## config.mk

```make
export PLATFORM = sky130hd
export DESIGN_NAME = zpaging
export DESIGN_NICKNAME = d
export VERILOG_FILES = /design/src/design/pager_pkg.sv /design/src/design/pager_ports.sv /design/src/design/atm_pager.sv /design/src/design/zmem_map.sv /design/src/design/zpaging.sv
export SDC_FILE = /design/constraint.sdc
export NUM_CORES = 1
export LEC_CHECK = 0
export BUFFER_PORTS_ARGS = -buffer_cell sky130_fd_sc_hd__buf_2
export CORE_ASPECT_RATIO = 1.4
export CORE_MARGIN = 1.5
export CORE_UTILIZATION = 45
export DETAILED_ROUTE_END_ITERATION = 10
export GPL_ROUTABILITY_DRIVEN = 0
export PLACE_DENSITY = 0.75
export SETUP_SLACK_MARGIN = 0.05
export SYNTH_ARGS = -nofsm -noshare
export SYNTH_HDL_FRONTEND = slang
export SYNTH_SLANG_ARGS = --single-unit
```

## constraint.sdc

```tcl
create_clock -name fclk -period 1.6 [get_ports fclk]
set_clock_uncertainty 0.15 [all_clocks]
set_input_delay 0.08 -clock fclk [delete_from_list [all_inputs] [get_ports fclk]]
set_output_delay 0.08 -clock fclk [all_outputs]
set_load 0.1 [all_outputs]
```

## src/design/pager_pkg.sv

```systemverilog
package pager_pkg;

	////////////////////////////////////////////////////////////////////////////
	// bus and page geometry
	////////////////////////////////////////////////////////////////////////////

	// cpu address width
	localparam int addr_w = 16;

	// page number width
	localparam int page_w = 8;

	// offset inside one 16k window
	localparam int ofs_w = 14;

	// physical address is page then offset
	localparam int phys_w = page_w + ofs_w;

	// four 16k windows cover the cpu space
	localparam int win_count = 4;

	////////////////////////////////////////////////////////////////////////////
	// io ports
	////////////////////////////////////////////////////////////////////////////

	// fully decoded pentagon paging port
	localparam logic [addr_w-1:0] port_pent = 16'h7FFD;

	// low bytes of the atm ports, high bits pick the window
	localparam logic [7:0] port_atm_lo = 8'hF7;
	localparam logic [7:0] port_pen_lo = 8'h77;

	// fixed pentagon ram pages in windows 1 and 2
	localparam logic [page_w-1:0] pent_win1_page = 8'd5;
	localparam logic [page_w-1:0] pent_win2_page = 8'd2;

	// high address byte of the trdos entry area
	localparam logic [7:0] dos_lo_hi = 8'h3D;

	// kind of a decoded port write
	typedef enum logic [1:0]
	{
		op_none,
		op_pent,
		op_atm_page,
		op_pen
	} port_op_e;

endpackage

```

## src/design/pager_ports.sv

```systemverilog
module pager_ports
	import pager_pkg::*;
#(
	parameter int ADDR_W    = addr_w,
	parameter int WIN_COUNT = win_count
)
(
	input  logic                 fclk,
	input  logic                 rst_n,

	input  logic                 io_wr,
	input  logic [ADDR_W-1:0]    io_addr,
	input  logic [7:0]           io_data,

	output logic [WIN_COUNT-1:0] page_we,
	output logic [7:0]           page_data,

	output logic [2:0]           pent_page,
	output logic                 pent_rom,
	output logic                 pager_off
);

	localparam int WSEL_W = $clog2(WIN_COUNT);

	port_op_e          op;
	logic [WSEL_W-1:0] win_sel;

	////////////////////////////////////////////////////////////////////////////
	// write decode
	////////////////////////////////////////////////////////////////////////////

	always_comb
	begin
		op = op_none;
		if (io_wr)
		begin
			// 7ffd needs all 16 bits, atm ports only the low byte
			if (io_addr == port_pent)
				op = op_pent;
			else if (io_addr[7:0] == port_atm_lo)
				op = op_atm_page;
			else if (io_addr[7:0] == port_pen_lo)
				op = op_pen;
		end
	end

	// top address bits name the window
	assign win_sel = io_addr[ADDR_W-1 -: WSEL_W];

	// one enable per window, at most one set
	always_comb
	begin
		for (int w = 0; w < WIN_COUNT; w++)
			page_we[w] = (op == op_atm_page) && (win_sel == WSEL_W'(w));
	end

	assign page_data = io_data;

	////////////////////////////////////////////////////////////////////////////
	// pentagon and pager enable registers
	////////////////////////////////////////////////////////////////////////////

	always_ff @(posedge fclk or negedge rst_n)
	begin
		if (!rst_n)
		begin
			pent_page <= 3'd0;
			pent_rom  <= 1'b0;
			// start in pentagon mode
			pager_off <= 1'b1;
		end
		else
		begin
			case (op)
				op_pent:
				begin
					pent_page <= io_data[2:0];
					pent_rom  <= io_data[4];
				end
				op_pen:
				begin
					// bit 0 set turns the atm pagers on
					pager_off <= ~io_data[0];
				end
				default:
				begin
				end
			endcase
		end
	end

endmodule

```

## src/design/atm_pager.sv

```systemverilog
module atm_pager
	import pager_pkg::*;
#(
	parameter int WIN    = 0,
	parameter int PAGE_W = page_w
)
(
	input  logic              fclk,
	input  logic              rst_n,

	input  logic              page_we,
	input  logic [7:0]        page_data,

	input  logic [2:0]        pent_page,
	input  logic              pent_rom,
	input  logic              pager_off,
	input  logic              dos,

	// address bits 13:8 and fetch flag of the current access
	input  logic [5:0]        mem_hi,
	input  logic              mem_m1,

	output logic [PAGE_W-1:0] page,
	output logic              romnram,
	output logic              dos_turn_on,
	output logic              dos_turn_off
);

	logic [5:0] atm_page;
	logic       atm_ram;

	////////////////////////////////////////////////////////////////////////////
	// atm page register for this window
	////////////////////////////////////////////////////////////////////////////

	always_ff @(posedge fclk or negedge rst_n)
	begin
		if (!rst_n)
		begin
			// rom page 0 after reset
			atm_page <= 6'd0;
			atm_ram  <= 1'b0;
		end
		else if (page_we)
		begin
			atm_page <= page_data[5:0];
			atm_ram  <= page_data[6];
		end
	end

	////////////////////////////////////////////////////////////////////////////
	// mapping
	////////////////////////////////////////////////////////////////////////////

	always_comb
	begin
		if (pager_off)
		begin
			// classic pentagon layout, fixed by window index
			case (WIN)
				0:
				begin
					romnram = 1'b1;
					// bit 1 low selects the trdos rom
					page    = PAGE_W'({~dos, pent_rom});
				end
				1:
				begin
					romnram = 1'b0;
					page    = PAGE_W'(pent_win1_page);
				end
				2:
				begin
					romnram = 1'b0;
					page    = PAGE_W'(pent_win2_page);
				end
				default:
				begin
					romnram = 1'b0;
					page    = PAGE_W'(pent_page);
				end
			endcase
		end
		else
		begin
			romnram = ~atm_ram;
			page    = PAGE_W'(atm_page);
		end
	end

	////////////////////////////////////////////////////////////////////////////
	// dos triggers
	////////////////////////////////////////////////////////////////////////////

	// entry into 3dxx of the basic rom, window 0 only
	assign dos_turn_on = (WIN == 0) && mem_m1 && romnram && pent_rom &&
		({2'b00, mem_hi} == dos_lo_hi);

	// any opcode fetch from ram leaves dos
	assign dos_turn_off = mem_m1 && !romnram;

endmodule

```

## src/design/zmem_map.sv

```systemverilog
module zmem_map
	import pager_pkg::*;
#(
	parameter int ADDR_W    = addr_w,
	parameter int PAGE_W    = page_w,
	parameter int WIN_COUNT = win_count
)
(
	input  logic                                fclk,
	input  logic                                rst_n,

	input  logic                                mem_req,
	input  logic [ADDR_W-1:0]                   mem_addr,

	input  logic [WIN_COUNT-1:0][PAGE_W-1:0]    win_page,
	input  logic [WIN_COUNT-1:0]                win_romnram,
	input  logic [WIN_COUNT-1:0]                win_dos_on,
	input  logic [WIN_COUNT-1:0]                win_dos_off,

	output logic                                dos,

	output logic                                map_valid,
	output logic                                map_rom,
	output logic [PAGE_W-1:0]                   map_page,
	output logic [PAGE_W+ofs_w-1:0]             phys_addr
);

	localparam int WSEL_W = $clog2(WIN_COUNT);

	logic [WSEL_W-1:0] sel;

	// window addressed by the request
	assign sel = mem_addr[ADDR_W-1 -: WSEL_W];

	////////////////////////////////////////////////////////////////////////////
	// control state
	////////////////////////////////////////////////////////////////////////////

	always_ff @(posedge fclk or negedge rst_n)
	begin
		if (!rst_n)
		begin
			map_valid <= 1'b0;
			dos       <= 1'b0;
		end
		else
		begin
			map_valid <= mem_req;
			// the request itself was mapped with the old dos
			if (mem_req && win_dos_on[sel])
				dos <= 1'b1;
			else if (mem_req && win_dos_off[sel])
				dos <= 1'b0;
		end
	end

	// mapped result, one cycle after the request
	always_ff @(posedge fclk)
	begin
		if (mem_req)
		begin
			map_rom   <= win_romnram[sel];
			map_page  <= win_page[sel];
			phys_addr <= {win_page[sel], mem_addr[ofs_w-1:0]};
		end
	end

endmodule

```

## src/design/zpaging.sv

```systemverilog
module zpaging
	import pager_pkg::*;
#(
	parameter int ADDR_W    = addr_w,
	parameter int PAGE_W    = page_w,
	parameter int WIN_COUNT = win_count
)
(
	input  logic                    fclk,
	input  logic                    rst_n,

	// port writes
	input  logic                    io_wr,
	input  logic [ADDR_W-1:0]       io_addr,
	input  logic [7:0]              io_data,

	// memory accesses
	input  logic                    mem_req,
	input  logic [ADDR_W-1:0]       mem_addr,
	input  logic                    mem_m1,

	output logic                    map_valid,
	output logic                    map_rom,
	output logic [PAGE_W-1:0]       map_page,
	output logic [PAGE_W+ofs_w-1:0] phys_addr
);

	logic [WIN_COUNT-1:0]             page_we;
	logic [7:0]                       page_data;
	logic [2:0]                       pent_page;
	logic                             pent_rom;
	logic                             pager_off;
	logic                             dos;

	logic [WIN_COUNT-1:0][PAGE_W-1:0] win_page;
	logic [WIN_COUNT-1:0]             win_romnram;
	logic [WIN_COUNT-1:0]             win_dos_on;
	logic [WIN_COUNT-1:0]             win_dos_off;

	////////////////////////////////////////////////////////////////////////////
	// port decoder
	////////////////////////////////////////////////////////////////////////////

	pager_ports #(
		.ADDR_W   (ADDR_W),
		.WIN_COUNT(WIN_COUNT)
	) ports_i (
		.fclk     (fclk),
		.rst_n    (rst_n),
		.io_wr    (io_wr),
		.io_addr  (io_addr),
		.io_data  (io_data),
		.page_we  (page_we),
		.page_data(page_data),
		.pent_page(pent_page),
		.pent_rom (pent_rom),
		.pager_off(pager_off)
	);

	////////////////////////////////////////////////////////////////////////////
	// one pager per window
	////////////////////////////////////////////////////////////////////////////

	for (genvar i = 0; i < WIN_COUNT; i++)
	begin : gen_pagers
		atm_pager #(
			.WIN   (i),
			.PAGE_W(PAGE_W)
		) pager_i (
			.fclk        (fclk),
			.rst_n       (rst_n),
			.page_we     (page_we[i]),
			.page_data   (page_data),
			.pent_page   (pent_page),
			.pent_rom    (pent_rom),
			.pager_off   (pager_off),
			.dos         (dos),
			.mem_hi      (mem_addr[13:8]),
			.mem_m1      (mem_m1),
			.page        (win_page[i]),
			.romnram     (win_romnram[i]),
			.dos_turn_on (win_dos_on[i]),
			.dos_turn_off(win_dos_off[i])
		);
	end

	// window select, result register and dos flag
	zmem_map #(
		.ADDR_W   (ADDR_W),
		.PAGE_W   (PAGE_W),
		.WIN_COUNT(WIN_COUNT)
	) map_i (
		.fclk       (fclk),
		.rst_n      (rst_n),
		.mem_req    (mem_req),
		.mem_addr   (mem_addr),
		.win_page   (win_page),
		.win_romnram(win_romnram),
		.win_dos_on (win_dos_on),
		.win_dos_off(win_dos_off),
		.dos        (dos),
		.map_valid  (map_valid),
		.map_rom    (map_rom),
		.map_page   (map_page),
		.phys_addr  (phys_addr)
	);

endmodule

```

==> results by group <==
Worst setup path
  • Worst-path cell chain: inv_2, a211o_1, nor4_2, a21o_1
  • CP top delay family: flip-flops
  • Worst path arrival time: 1.59 ns
  • CP Capture Type: flop
  • Reg-to-reg setup timing slack: 0.11 ns
  • Critical path endpoint: map_i.dos$_DFFE_PN0P_
  • Crit path buf inv count: 1
  • CP Class: reg2reg
  • Crit-path max FO: 10
  • Max stage delay on crit path: 0.55 ns
  • Capture point of the worst reg-to-reg path: map_i.dos$_DFFE_PN0P_
  • Worst EP required: 1.70 ns
  • Crit start category: flop
  • Crit path from: ports_i.pager_off$_DFFE_PN1N_
  • RR Startpoint: ports_i.pager_off$_DFFE_PN1N_
  • Worst path depth: 4
  • Critical-path top delay cell: dfstp_2
  • R2r worst-path depth: 4

Placement
  • DP Area: 0.002838 mm^2
  • Number of port buffers: 71
  • HPWL Detailed: 3.237 mm

Clock tree
  • Root buffer cell: clkbuf_8
  • Clock latency on the worst-skew pair: 0.30 ns
  • Clock tree sinks: 56
  • Clock tree from TritonCTS: built
  • Clk slew on worst S/H paths: 0.09 ns
  • TritonCTS Buffers: 5
  • Maximum clock path buffer count: 2
  • H-Tree Depth: 2
  • Setup bufs post-CTS: 0

Synth
  • Synth top cells by count: dfrtp_1, mux2_2, edfxtp_1
  • Cells after synthesis: 162
  • Register bit total from synthesis: 56
  • Post-Syn Area per Cell: 14.95 um^2
  • Async SR Flop Fraction: 62.50%
  • Synth Flop Type: dfrtp_1
  • Share of the yosys chip area belonging to registers: 62.24%
  • Cell Area, Synth: 0.002422 mm^2
  • Leading area contributor after synthesis: dfrtp_1
  • Top-count cell post-synth: dfrtp_1
  • Top cells by area, synth: dfrtp_1, edfxtp_1, mux2_2, buf_4, mux4_2
  • Netlist cell types: 37
  • Area share of the largest cell type after synthesis: 35.12%
  • Yosys warnings: 0
  • Post-synth EDFFs: 21

Die
  • FP Rows: 31
  • Chip width: 65.01 um
  • Die area: 0.005838 mm^2
  • IO Count: 77
  • Die Y-Extent: 89.81 um
  • Starting Density: 46.61%
  • Core ar.: 0.005197 mm^2

Drt
  • Drt initial violations: 58
  • Drt via density: 4.912
  • First-pass DRT Iterations: 4
  • Vias: 1611
  • Routed len/inst: 13.42 um
  • DRT antenna net count: 0
  • DRC: 0
  • Final WL: 4.402 mm

Timing
  • Min cycle time layout: 1.495 ns
  • Unrepaired setup endpoints after global routing: yes
  • Final setup fails: 0
  • Final period util: 93.42%
  • Hold Vio Cnt, Final: 0
  • F_max: 669.0 MHz
  • TNS Setup: 0 ns
  • Slew Viols, Final: 0

Final layout
  • Final net count: 306
  • Final Util: 61.60%
  • Share of cells above drive strength 1: 49.62%
  • Post-route cell area: 0.003202 mm^2
  • # diodes: 0
  • P&R area growth vs syn: 32.18%

Power and ir drop
  • Power Dens Cells: 934.7 mW/mm^2
  • Leakage power: 1.562 nW
  • Peak VDD IR: 0.0006776 V
  • Power, Total: 2.993 mW

Job
  • Max Cap Viol: 0

Global routing
  • GRT overflow: 0
  • GRT Overall Usage: 16.15%
  • First-pass GRT wire length: 7.334 mm
  • Number of global-route vias before repair: 1621
  • Initial antenna violation count: 0
  • Largest net degree at the start of global routing: 21

Worst hold path
  • Hold/Removal Path Class: in2reg

Run status
  • Run status: finished clean
repair_timing:
| action | in CTS | in global routing |
|---|---|---|
| resized for setup | 0 | 1 |
| setup endpoints to repair | 0 | 1 |
| endpoints found under the hold margin | 82 | 0 |
| hold buffers | 26 | 0 |
where the power goes:
| group | total [mW] | internal (mW) | leakage [nW] | switching [mW] |
|---|---|---|---|---|
| clock | 0.785 | 0.351 | 0.0434 | 0.435 |
| sequential | 1.56 | 1.54 | 0.690 | 0.0147 |
| combinational | 0.649 | 0.151 | 0.828 | 0.498 |
worst min path at each step:
stage,to,from,cells after the start
3_5_place_dp,gen_pagers[3].pager_i.atm_page[5]$_DFFE_PN0P_,rst_n,1
6_report,map_i.map_rom$_DFFE_PP_,mem_req,1
2_1_floorplan,gen_pagers[0].pager_i.atm_page[0]$_DFFE_PN0P_,rst_n,0
3_3_place_gp,gen_pagers[2].pager_i.atm_page[5]$_DFFE_PN0P_,rst_n,1
5_1_grt,map_i.map_rom$_DFFE_PP_,mem_req,1
4_1_cts,map_i.map_page[4]$_DFFE_PP_,mem_req,1
cell type report:
cell class | instances | area, um^2
Clock inverter | 2 | 15.01
Tap cell | 66 | 82.58
Sequential cell | 56 | 1508
Multi-Input combinational cell | 92 | 825.8
Fill cell | 441 | 1996
Inverter | 2 | 7.507
Timing Repair Buffer | 104 | 680.7
Clock buffer | 6 | 82.58
placed cells by master (no fill, tap or decap), types with 3 or more instances in the layout:
master / instances
dlygate4sd3_1: 26
buf_2: 71
dfrtp_1: 34
buf_4: 6
conb_1: 4
o21ai_0: 5
nor2_1: 3
clkbuf_8: 6
edfxtp_1: 21
mux2_2: 33
nand2_1: 7
mux2i_1: 6
and2_1: 3
mux4_2: 3
nand3_1: 4
registers in the layout, summed over array words and instances (netlist names):
name / count
map_i.map_rom: 1
ports_i.pent_page: 3
map_i.phys_addr: 15
ports_i.pager_off: 1
ports_i.pent_rom: 1
gen_pagers.pager_i.atm_ram: 4
map_i.dos: 1
map_i.map_page: 5
gen_pagers.pager_i.atm_page: 24
map_i.map_valid: 1
routing by layer:
metal | part of all wire, % | track usage, % | vias to the layer above
li1 | - | - | 784
met1 | 40 | 18.42 | 761
met2 | 53 | 29.30 | 60
met3 | 5.5 | 3.880 | 6
met4 | 1.2 | 4.610 | 0
met5 | 0 | 0 | -
per-stage QoR:
step / setup slack, ns / std cells / hold slack (ns)
detailed placement: 0.03046 / 294 / -0.09087
global placement: 0.07056 / 294 / -0.09131
finish: 0.1053 / 328 / 0.02811
floorplan: 0.08366 / 165 / -0.3656
global route: 0.007568 / 328 / 0.03658
CTS: 0.09501 / 328 / 0.02297
cells by family after synthesis:
kind of cell / count (synthesis) / share of synthesized area, %
AO/OA/AOI/OAI: 15 / 3.978
buffers and inverters: 17 / 4.390
flip-flops: 56 / 62.24
multiplexers: 42 / 20.61
other: 1 / 0.1548
AND/OR/NAND/NOR: 31 / 8.627
Note: power is estimated with default switching activity, not from simulation.
